## config.mk

```make
export PLATFORM = sky130hd
export DESIGN_NAME = readout_top
export DESIGN_NICKNAME = d
export VERILOG_FILES = /design/src/logic/readout_pkg.sv /design/src/logic/readout_fsm.sv /design/src/logic/allow_counter.sv /design/src/logic/completion_gate.sv /design/src/logic/readout_cmd_builder.sv /design/src/logic/event_mover.sv /design/src/logic/event_out_fifo.sv /design/src/logic/readout_top.sv
export SDC_FILE = /design/constraint.sdc
export NUM_CORES = 1
export LEC_CHECK = 0
export BUFFER_PORTS_ARGS = -buffer_cell sky130_fd_sc_hd__buf_2
export CAP_MARGIN = 20
export CORE_MARGIN = 1.5
export CORE_UTILIZATION = 60
export CTS_BUF_LIST = sky130_fd_sc_hd__clkbuf_4 sky130_fd_sc_hd__clkbuf_8
export DETAILED_ROUTE_END_ITERATION = 10
export HOLD_SLACK_MARGIN = 0.1
export PLACE_DENSITY_LB_ADDON = 0.08
export REMOVE_ABC_BUFFERS = 1
export SKIP_LAST_GASP = 1
export SYNTH_ARGS = -nofsm -noshare
export SYNTH_HDL_FRONTEND = slang
export SYNTH_SLANG_ARGS = --single-unit
```

## constraint.sdc

```tcl
create_clock -name aclk -period 4 [get_ports aclk]
set_clock_uncertainty 0.15 [all_clocks]
set_input_delay 0.4 -clock aclk [delete_from_list [all_inputs] [get_ports aclk]]
set_output_delay 0.4 -clock aclk [all_outputs]
set_load 0.1 [all_outputs]
```

## src/logic/readout_pkg.sv

```systemverilog
package readout_pkg;

    // header completion from the event header path
    typedef struct packed {
        logic [3:0]  spare;
        logic [11:0] upper_addr;
        logic [7:0]  err_code;
    } hdr_word_s;

    // front-end completion, only the low word carries status
    typedef struct packed {
        logic [31:0] spare;
        logic [31:0] err_code;
    } cmpl_word_s;

    // nack asking for a single fragment
    typedef struct packed {
        logic        allow;
        logic        full;
        logic [2:0]  spare_hi;
        logic [10:0] qwords;
        logic [11:0] upper_addr;
        logic        spare_lo;
        logic [18:0] offset;
    } nack_frag_s;

    // nack asking for the whole event again
    typedef struct packed {
        logic        allow;
        logic        full;
        logic [13:0] ign_hi;
        logic [11:0] upper_addr;
        logic [19:0] ign_lo;
    } nack_full_s;

    // the full flag tells which view applies
    typedef union packed {
        nack_frag_s frag;
        nack_full_s whole;
    } nack_word_u;

    // addresses and length in qwords
    typedef struct packed {
        logic [11:0] upper_addr;
        logic [18:0] lower_addr;
        logic [12:0] length;
    } read_cmd_s;

    typedef struct packed {
        logic [11:0] upper_addr;
        logic        zero;
        logic [18:0] length;
    } ctrl_word_s;

    typedef struct packed {
        logic        last;
        logic [63:0] data;
    } data_beat_s;

    typedef enum logic [1:0] {
        IDLE       = 2'd0,
        ISSUE_CMD  = 2'd1,
        ISSUE_CTRL = 2'd2,
        DONE       = 2'd3
    } readout_state_e;

endpackage

```

## src/logic/readout_fsm.sv

```systemverilog
`timescale 1ns/1ps

module readout_fsm (
    input  logic                        aclk,
    input  logic                        memresetn,
    input  logic                        nack_valid_i,
    input  logic                        join_valid_i,
    input  logic                        allowed_i,
    input  logic                        cmd_ready_i,
    input  logic                        ctrl_ready_i,
    input  logic                        mover_done_i,
    output readout_pkg::readout_state_e state_o,
    output logic                        cmd_valid_o,
    output logic                        ctrl_valid_o,
    output logic                        accept_cmpl_o,
    output logic                        accept_nack_o,
    output logic                        is_nack_o
);

    readout_pkg::readout_state_e state;
    logic                        is_nack;
    logic                        done_seen;
    logic                        cmd_xfer;

    assign cmd_xfer     = cmd_valid_o && cmd_ready_i;
    assign state_o      = state;
    assign cmd_valid_o  = (state == readout_pkg::ISSUE_CMD);
    assign ctrl_valid_o = (state == readout_pkg::ISSUE_CTRL);
    assign is_nack_o    = is_nack;

    always_ff @(posedge aclk) begin
        if (!memresetn) begin
            state         <= readout_pkg::IDLE;
            is_nack       <= 1'b0;
            done_seen     <= 1'b0;
            accept_cmpl_o <= 1'b0;
            accept_nack_o <= 1'b0;
        end else begin
            // readies go out the cycle after the mover takes the command
            accept_cmpl_o <= cmd_xfer && !is_nack;
            accept_nack_o <= cmd_xfer && is_nack;
            // a short event can finish while the ctrl word is still stalled
            if (cmd_xfer) begin
                done_seen <= 1'b0;
            end else if (mover_done_i) begin
                done_seen <= 1'b1;
            end
            case (state)
                readout_pkg::IDLE: begin
                    // nack wins over completions, and needs no credit
                    is_nack <= nack_valid_i;
                    if (nack_valid_i || (join_valid_i && allowed_i)) begin
                        state <= readout_pkg::ISSUE_CMD;
                    end
                end
                readout_pkg::ISSUE_CMD: begin
                    if (cmd_ready_i) begin
                        state <= readout_pkg::ISSUE_CTRL;
                    end
                end
                readout_pkg::ISSUE_CTRL: begin
                    if (ctrl_ready_i) begin
                        state <= readout_pkg::DONE;
                    end
                end
                default: begin
                    if (done_seen || mover_done_i) begin
                        state <= readout_pkg::IDLE;
                    end
                end
            endcase
        end
    end

endmodule

```

## src/logic/allow_counter.sv

```systemverilog
`timescale 1ns/1ps

module allow_counter (
    input  logic aclk,
    input  logic memresetn,
    input  logic allow_i,
    input  logic consume_i,
    output logic allowed_o
);

    // events we may still start
    logic [12:0] credits;

    always_ff @(posedge aclk) begin
        if (!memresetn) begin
            credits   <= '0;
            allowed_o <= 1'b0;
        end else begin
            // credit and consume together leave the count alone
            if (allow_i && !consume_i) begin
                credits <= credits + 13'd1;
            end else if (!allow_i && consume_i) begin
                credits <= credits - 13'd1;
            end
            // compare is pipelined; the FSM can't get back to IDLE
            // before this catches up with a consume
            allowed_o <= (credits != 13'd0);
        end
    end

endmodule

```

## src/logic/completion_gate.sv

```systemverilog
`timescale 1ns/1ps

module completion_gate (
    input  logic                          aclk,
    input  logic                          memresetn,
    input  logic [3:0]                    tio_mask_i,
    input  readout_pkg::hdr_word_s        hdr_i,
    input  logic                          hdr_valid_i,
    input  readout_pkg::cmpl_word_s [3:0] cmpl_i,
    input  logic [3:0]                    cmpl_valid_i,
    input  logic                          accept_i,
    output logic                          cmpl_ready_o,
    output logic                          join_valid_o,
    output logic                          any_err_o
);

    logic [4:0] err_hit;
    logic [4:0] err_flags;

    // a masked channel counts as present, so it never holds up the join
    assign join_valid_o = hdr_valid_i && (&(cmpl_valid_i | tio_mask_i));

    // one shared ready for header and all four channels
    assign cmpl_ready_o = accept_i;

    always_comb begin
        // bit 4 is the header, bits 3:0 the front-end channels
        err_hit[4] = hdr_valid_i && accept_i && (|hdr_i.err_code);
        for (int i = 0; i < 4; i++) begin
            err_hit[i] = cmpl_valid_i[i] && accept_i && (|cmpl_i[i].err_code);
        end
    end

    always_ff @(posedge aclk) begin
        if (!memresetn) begin
            err_flags <= '0;
            any_err_o <= 1'b0;
        end else begin
            // sticky until reset
            err_flags <= err_flags | err_hit;
            // extra stage keeps the wide OR off the transfer path
            any_err_o <= |err_flags;
        end
    end

endmodule

```

## src/logic/readout_cmd_builder.sv

```systemverilog
`timescale 1ns/1ps

module readout_cmd_builder #(
    parameter logic [18:0] START_OFFSET = 19'h40,
    parameter logic [12:0] FULL_QWORDS  = 13'd16
) (
    input  logic                     aclk,
    input  logic                     capture_i,
    input  readout_pkg::hdr_word_s   hdr_i,
    input  readout_pkg::nack_word_u  nack_i,
    input  logic                     nack_valid_i,
    output readout_pkg::read_cmd_s   cmd_o,
    output readout_pkg::ctrl_word_s  ctrl_o
);

    readout_pkg::read_cmd_s next_cmd;
    logic                   frag_nack;

    // only a valid nack with full clear is a fragment request
    assign frag_nack = nack_valid_i && !nack_i.frag.full;

    always_comb begin
        if (frag_nack) begin
            next_cmd.upper_addr = nack_i.frag.upper_addr;
            next_cmd.lower_addr = nack_i.frag.offset + START_OFFSET;
            next_cmd.length     = {2'b00, nack_i.frag.qwords};
        end else begin
            // whole event, either fresh or asked for again
            if (nack_valid_i) begin
                next_cmd.upper_addr = nack_i.whole.upper_addr;
            end else begin
                next_cmd.upper_addr = hdr_i.upper_addr;
            end
            next_cmd.lower_addr = START_OFFSET;
            next_cmd.length     = FULL_QWORDS;
        end
    end

    // sources are stable in IDLE, so the last capture is the one used
    always_ff @(posedge aclk) begin
        if (capture_i) begin
            cmd_o             <= next_cmd;
            ctrl_o.upper_addr <= next_cmd.upper_addr;
            ctrl_o.zero       <= 1'b0;
            ctrl_o.length     <= {6'd0, next_cmd.length};
        end
    end

endmodule

```

## src/logic/event_mover.sv

```systemverilog
`timescale 1ns/1ps

module event_mover (
    input  logic                    aclk,
    input  logic                    memresetn,
    input  readout_pkg::read_cmd_s  cmd_i,
    input  logic                    cmd_valid_i,
    output logic                    cmd_ready_o,
    output logic                    mem_req_o,
    output logic [30:0]             mem_addr_o,
    input  logic [63:0]             mem_rdata_i,
    output readout_pkg::data_beat_s beat_o,
    output logic                    beat_valid_o,
    input  logic                    fifo_full_i,
    output logic                    done_o
);

    logic        busy;
    logic [11:0] upper_addr;
    logic [18:0] lower_addr;
    logic [12:0] remaining;
    logic        rd_pending;
    logic        pending_last;
    logic        stall;
    logic        issue;
    logic        cmd_xfer;

    // full comes one entry early, which leaves room for the pending read
    assign stall       = fifo_full_i;
    assign issue       = busy && !stall;
    assign cmd_ready_o = !busy && !rd_pending;
    assign cmd_xfer    = cmd_valid_i && cmd_ready_o;

    assign mem_req_o  = issue;
    assign mem_addr_o = {upper_addr, lower_addr};

    // read data lands one cycle after the request
    assign beat_valid_o = rd_pending;
    assign beat_o.data  = mem_rdata_i;
    assign beat_o.last  = pending_last;

    always_ff @(posedge aclk) begin
        if (cmd_xfer) begin
            upper_addr <= cmd_i.upper_addr;
            lower_addr <= cmd_i.lower_addr;
            remaining  <= cmd_i.length;
        end else if (issue) begin
            lower_addr <= lower_addr + 19'd1;
            remaining  <= remaining - 13'd1;
        end
        if (issue) begin
            pending_last <= (remaining == 13'd1);
        end
    end

    always_ff @(posedge aclk) begin
        if (!memresetn) begin
            busy       <= 1'b0;
            rd_pending <= 1'b0;
            done_o     <= 1'b0;
        end else begin
            rd_pending <= issue;
            if (cmd_xfer) begin
                // zero-length request moves nothing
                busy <= (cmd_i.length != 13'd0);
            end else if (issue && remaining == 13'd1) begin
                busy <= 1'b0;
            end
            done_o <= (beat_valid_o && pending_last) ||
                      (cmd_xfer && cmd_i.length == 13'd0);
        end
    end

endmodule

```

## src/logic/event_out_fifo.sv

```systemverilog
`timescale 1ns/1ps

module event_out_fifo #(
    parameter int FIFO_DEPTH = 16
) (
    input  logic                    aclk,
    input  logic                    memresetn,
    input  readout_pkg::data_beat_s wr_i,
    input  logic                    wr_valid_i,
    output logic                    full_o,
    output readout_pkg::data_beat_s rd_o,
    output logic                    rd_valid_o,
    input  logic                    rd_ready_i
);

    localparam int AW = (FIFO_DEPTH > 1) ? $clog2(FIFO_DEPTH) : 1;
    localparam int CW = $clog2(FIFO_DEPTH + 1);

    readout_pkg::data_beat_s mem [FIFO_DEPTH];
    logic [AW-1:0]           wr_ptr;
    logic [AW-1:0]           rd_ptr;
    logic [CW-1:0]           count;
    logic                    rd_xfer;

    assign rd_valid_o = (count != '0);
    assign rd_o       = mem[rd_ptr];
    assign rd_xfer    = rd_valid_o && rd_ready_i;
    // one slot held back for the read the mover already has in flight
    assign full_o     = (count >= CW'(FIFO_DEPTH - 1));

    always_ff @(posedge aclk) begin
        if (wr_valid_i) begin
            mem[wr_ptr] <= wr_i;
        end
    end

    always_ff @(posedge aclk) begin
        if (!memresetn) begin
            wr_ptr <= '0;
            rd_ptr <= '0;
            count  <= '0;
        end else begin
            // explicit wrap so depth need not be a power of two
            if (wr_valid_i) begin
                wr_ptr <= (wr_ptr == AW'(FIFO_DEPTH - 1)) ? '0 : wr_ptr + 1'b1;
            end
            if (rd_xfer) begin
                rd_ptr <= (rd_ptr == AW'(FIFO_DEPTH - 1)) ? '0 : rd_ptr + 1'b1;
            end
            if (wr_valid_i && !rd_xfer) begin
                count <= count + 1'b1;
            end else if (!wr_valid_i && rd_xfer) begin
                count <= count - 1'b1;
            end
        end
    end

endmodule

```

## src/logic/readout_top.sv

```systemverilog
`timescale 1ns/1ps

module readout_top #(
    parameter logic [18:0] START_OFFSET = 19'h40,
    parameter logic [12:0] FULL_QWORDS  = 13'd16,
    parameter int          FIFO_DEPTH   = 16
) (
    input  logic                    aclk,
    input  logic                    memresetn,
    input  logic [3:0]              tio_mask_i,
    input  logic                    allow_i,
    // header and front-end completions
    input  readout_pkg::hdr_word_s  s_hdr_data_i,
    input  logic                    s_hdr_valid_i,
    output logic                    s_hdr_ready_o,
    input  readout_pkg::cmpl_word_s s_cmpl0_data_i,
    input  logic                    s_cmpl0_valid_i,
    output logic                    s_cmpl0_ready_o,
    input  readout_pkg::cmpl_word_s s_cmpl1_data_i,
    input  logic                    s_cmpl1_valid_i,
    output logic                    s_cmpl1_ready_o,
    input  readout_pkg::cmpl_word_s s_cmpl2_data_i,
    input  logic                    s_cmpl2_valid_i,
    output logic                    s_cmpl2_ready_o,
    input  readout_pkg::cmpl_word_s s_cmpl3_data_i,
    input  logic                    s_cmpl3_valid_i,
    output logic                    s_cmpl3_ready_o,
    input  readout_pkg::nack_word_u s_nack_data_i,
    input  logic                    s_nack_valid_i,
    output logic                    s_nack_ready_o,
    // output streams
    output readout_pkg::ctrl_word_s m_ctrl_data_o,
    output logic                    m_ctrl_valid_o,
    input  logic                    m_ctrl_ready_i,
    output readout_pkg::data_beat_s m_data_o,
    output logic                    m_data_valid_o,
    input  logic                    m_data_ready_i,
    output logic                    any_err_o,
    // event memory, data returns one cycle after the request
    output logic                    mem_req_o,
    output logic [30:0]             mem_addr_o,
    input  logic [63:0]             mem_rdata_i
);

    readout_pkg::readout_state_e state;
    readout_pkg::read_cmd_s      cmd;
    readout_pkg::data_beat_s     beat;
    logic                        cmd_valid;
    logic                        cmd_ready;
    logic                        accept_cmpl;
    logic                        is_nack;
    logic                        join_valid;
    logic                        allowed;
    logic                        mover_done;
    logic                        beat_valid;
    logic                        fifo_full;
    logic                        cmpl_ready;

    // header and every channel share the one ready
    assign s_hdr_ready_o   = cmpl_ready;
    assign s_cmpl0_ready_o = cmpl_ready;
    assign s_cmpl1_ready_o = cmpl_ready;
    assign s_cmpl2_ready_o = cmpl_ready;
    assign s_cmpl3_ready_o = cmpl_ready;

    readout_fsm u_fsm (
        .aclk(aclk), .memresetn(memresetn),
        .nack_valid_i(s_nack_valid_i), .join_valid_i(join_valid),
        .allowed_i(allowed), .cmd_ready_i(cmd_ready),
        .ctrl_ready_i(m_ctrl_ready_i), .mover_done_i(mover_done),
        .state_o(state), .cmd_valid_o(cmd_valid), .ctrl_valid_o(m_ctrl_valid_o),
        .accept_cmpl_o(accept_cmpl), .accept_nack_o(s_nack_ready_o),
        .is_nack_o(is_nack)
    );

    // a nack readout never spends a credit
    allow_counter u_allow (
        .aclk(aclk), .memresetn(memresetn), .allow_i(allow_i),
        .consume_i(cmd_valid && cmd_ready && !is_nack), .allowed_o(allowed)
    );

    completion_gate u_gate (
        .aclk(aclk), .memresetn(memresetn), .tio_mask_i(tio_mask_i),
        .hdr_i(s_hdr_data_i), .hdr_valid_i(s_hdr_valid_i),
        .cmpl_i({s_cmpl3_data_i, s_cmpl2_data_i, s_cmpl1_data_i, s_cmpl0_data_i}),
        .cmpl_valid_i({s_cmpl3_valid_i, s_cmpl2_valid_i, s_cmpl1_valid_i, s_cmpl0_valid_i}),
        .accept_i(accept_cmpl), .cmpl_ready_o(cmpl_ready),
        .join_valid_o(join_valid), .any_err_o(any_err_o)
    );

    readout_cmd_builder #(.START_OFFSET(START_OFFSET), .FULL_QWORDS(FULL_QWORDS)) u_builder (
        .aclk(aclk), .capture_i(state == readout_pkg::IDLE),
        .hdr_i(s_hdr_data_i), .nack_i(s_nack_data_i), .nack_valid_i(s_nack_valid_i),
        .cmd_o(cmd), .ctrl_o(m_ctrl_data_o)
    );

    event_mover u_mover (
        .aclk(aclk), .memresetn(memresetn),
        .cmd_i(cmd), .cmd_valid_i(cmd_valid), .cmd_ready_o(cmd_ready),
        .mem_req_o(mem_req_o), .mem_addr_o(mem_addr_o), .mem_rdata_i(mem_rdata_i),
        .beat_o(beat), .beat_valid_o(beat_valid), .fifo_full_i(fifo_full),
        .done_o(mover_done)
    );

    event_out_fifo #(.FIFO_DEPTH(FIFO_DEPTH)) u_fifo (
        .aclk(aclk), .memresetn(memresetn),
        .wr_i(beat), .wr_valid_i(beat_valid), .full_o(fifo_full),
        .rd_o(m_data_o), .rd_valid_o(m_data_valid_o), .rd_ready_i(m_data_ready_i)
    );

endmodule

```

==> flow_metrics.py <==
metrics = {
    "status": {
        "status": "finished clean",
    },
    "sta": {
        "tns_ns": 0,
        "period_needed_ns": 3.83,
        "finalCritPeriodShare": 0.957,
        "worst_pin_slew_ns": 0.918,
        "slew_headroom": 0.388,
        "hold_viol_final": 0,
        "timing_max_transition_violations_final": 0,
        "clock.fmax_ghz": 0.261,
        "rsz0062_at_grt": "no",
        "final-setup-viol-count": 0,
        "hold_ws_ns": 0.189,
    },
    "synthesis": {
        "yosysMostFrequentCell": "edfxtp_1",
        "ys_warn_count": 0,
        "synth_area_leaders": "edfxtp_1 (74%), mux4_2 (16%), dfxtp_1 (2.0%)",
        "synth_cells": 2145,
        "ys_ff_latch": 1173,
        "synth_top_area_cell": "edfxtp_1",
        "synthArstFlopShare": 0,
        "syn-mean-instance-area_sq_um": 21.4,
        "yosys.cell_types.count": 53,
        "synth-main-ff-cell": "edfxtp_1",
        "yosysSeqAreaShare": 0.756,
        "synthTopCellsByCount": "edfxtp_1 (1127), mux4_2 (325), nand2_1 (63), nor2_1 (63), clkbuf_1 (51)",
        "netlist.area_leader.share": 0.736,
        "synth_edf_count": 1127,
        "synth_area_sq_mm": 0.0460,
    },
    "grt": {
        "first_global_vias": 25600,
        "antenna_found_initial": 19,
        "grt_pass1_wl_um": 159000,
        "grt_use_total": 0.282,
        "grt_start_max_net_pins": 111,
        "overflow": 0,
    },
    "clock_tree": {
        "cts_inserted_buffers": 178,
        "clk-insertion-delay-late_ns": 0.82,
        "clkTransAtPathRegs_ns": 0.06,
        "cts_root_buffer": "clkbuf_8",
        "htree_levels": 4,
        "clockBufferDepth": 3,
        "cts_tree": "done",
        "cts_num_sinks": 1173,
    },
    "worst_setup_path": {
        "worst_r2r_path_depth": 13,
        "arrival_ns": 3.28,
        "worst-path-max-fanout": 50,
        "critical_path_class": "reg2out",
        "r2r_slack_ns": 0.40,
        "setup.worst_path.end": "m_data_o[57]",
        "required_ns": 3.45,
        "r2r_start": "u_fsm.state_o[1]",
        "crit_path_start_kind": "flip-flop",
        "reg2reg_to": "u_allow.credits[12]",
        "critPathCaptureType": "primary output",
    },
    "die": {
        "pin_count": 545,
        "initial_utilization": 0.606,
        "core_sq_mm": 0.0759,
        "die_w_um": 280,
        "dieArea_sq_mm": 0.0783,
        "rows": 101,
        "die-height_um": 280,
    },
    "detailed_routing": {
        "drt_iter0_drc": 2336,
        "first_pass_iters": 5,
        "drc_errors": 0,
        "ant_nets": 0,
        "drt-total-wl_um": 108000,
        "wire_per_inst_um": 27.2,
        "vias": 24100,
        "via_per_inst": 6.07,
    },
    "finish": {
        "instances_no_fill": 3978,
        "area_growth_pct": 18.0,
        "layout-drive-gt1-share": 0.372,
        "final_nets": 3240,
    },
    "hold_path": {
        "min_path_type": "in2reg",
        "hold_start": "tio_mask_i[0]",
    },
    "power_and_ir_drop": {
        "p_per_area_mw_per_mm2": 619,
        "total_power_mw": 33.6,
        "leakage_nw": 17.8,
        "irDropWorstVdd_mv": 0.658,
    },
    "placement": {
        "io_buffer_count": 398,
        "dp_hpwl_um": 61400,
        "gp_congestion": 0.988,
        "placedCellCount": 3503,
    },
    "run": {
        "cap_viol_max_count": 0,
    },
}
==> flip-flops by register name, summed over array words and instances (netlist names), 2 cells and up, named ones only <==
signal,count
u_fifo.wr_ptr,4
u_gate.err_flags,5
u_fifo.mem,1040
u_builder.cmd_o,42
u_fsm.state_o,2
u_mover.remaining,13
u_allow.credits,13
u_mover.upper_addr,12
u_fifo.count,5
u_fifo.rd_ptr,4
u_mover.lower_addr,19
==> stage by stage <==
stage / util / setup WS, ns / cell area [sq um]
after global routing: 0.714 / 0.00544 / 54300
after detailed placement: 0.650 / 0.469 / 49400
after global placement: 0.650 / 0.522 / 49400
after floorplan: - / -8.57 / 45400
after CTS: 0.714 / 0.0677 / 54200
final: 0.714 / 0.172 / 54300
==> timing repair <==
| item | CTS | global route |
|---|---|---|
| endpoints found under the setup margin | 0 | 0 |
| gates resized for setup | 0 | 0 |
| buffers inserted | 0 | 0 |
| hold buffers | 147 | 1 |
| endpoints found under the hold margin | 1087 | 7 |
==> cells in the final DEF (no fill, tap or decap), types with 39 or more instances in the layout <==
| master | count |
|---|---|
| nor4_1 | 42 |
| dlygate4sd3_1 | 148 |
| o21ai_0 | 40 |
| mux4_2 | 325 |
| clkbuf_4 | 56 |
| dfxtp_1 | 42 |
| buf_2 | 398 |
| clkinv_1 | 39 |
| nand2_1 | 63 |
| edfxtp_1 | 1127 |
| nor2_1 | 63 |
| clkbuf_8 | 188 |
==> worst max-delay path: stages, from the launching register on <==
cell,delay [ns]
dfxtp_4,0.56
buf_12,0.37
mux4_2,0.59
mux4_2,0.52
buf_2,0.31
==> layer usage <==
metal  up-vias  routed length (um)  track usage
met4         6                4570        0.126
li1      10300                   -            -
met3       273                7710       0.0617
met2      1075               55500        0.476
met5         -                  38            0
met1     12500               40200        0.355
==> logic make-up after synthesis <==
kind of cell | after synthesis | share of synthesized area
AND/OR/NAND/NOR | 289 | 0.0325
AO/OA/AOI/OAI | 105 | 0.0134
XOR/XNOR | 51 | 0.00971
buffers and inverters | 149 | 0.0157
adder cells (fa/ha/maj) | 31 | 0.00876
flip-flops | 1173 | 0.756
other | 1 | 0.0000815
multiplexers | 346 | 0.164
==> report_power, final <==
part	leakage [nW]	internal, mW	switching, mW
clock	1.78	4.98	4.39
sequential	10.6	14.3	0.561
combinational	5.42	2.89	6.45
==> area by class of cell <==
class	count	area, sq um
Antenna cell	18	45.0
Clock buffer	244	3010
Clock inverter	64	360
Fill cell	4650	21700
Inverter	21	78.8
Multi-Input combinational cell	831	10600
Sequential cell	1173	34800
Tap cell	1030	1290
Timing Repair Buffer	597	4110
==> worst min-delay path by stage <==
stage | endpoint | slack, ns | cells past startpoint
after floorplan | u_gate.err_flags[1] | 0.28 | 2
after global placement | u_gate.err_flags[2] | 0.29 | 2
after detailed placement | u_mover.upper_addr[5] | 0.28 | 0
after CTS | u_builder.cmd_o[23] | 0.10 | 3
after global routing | u_fsm.state_o[1] | 0.19 | 6
final | u_fsm.state_o[1] | 0.19 | 6
(Power assumes the default switching activity.)
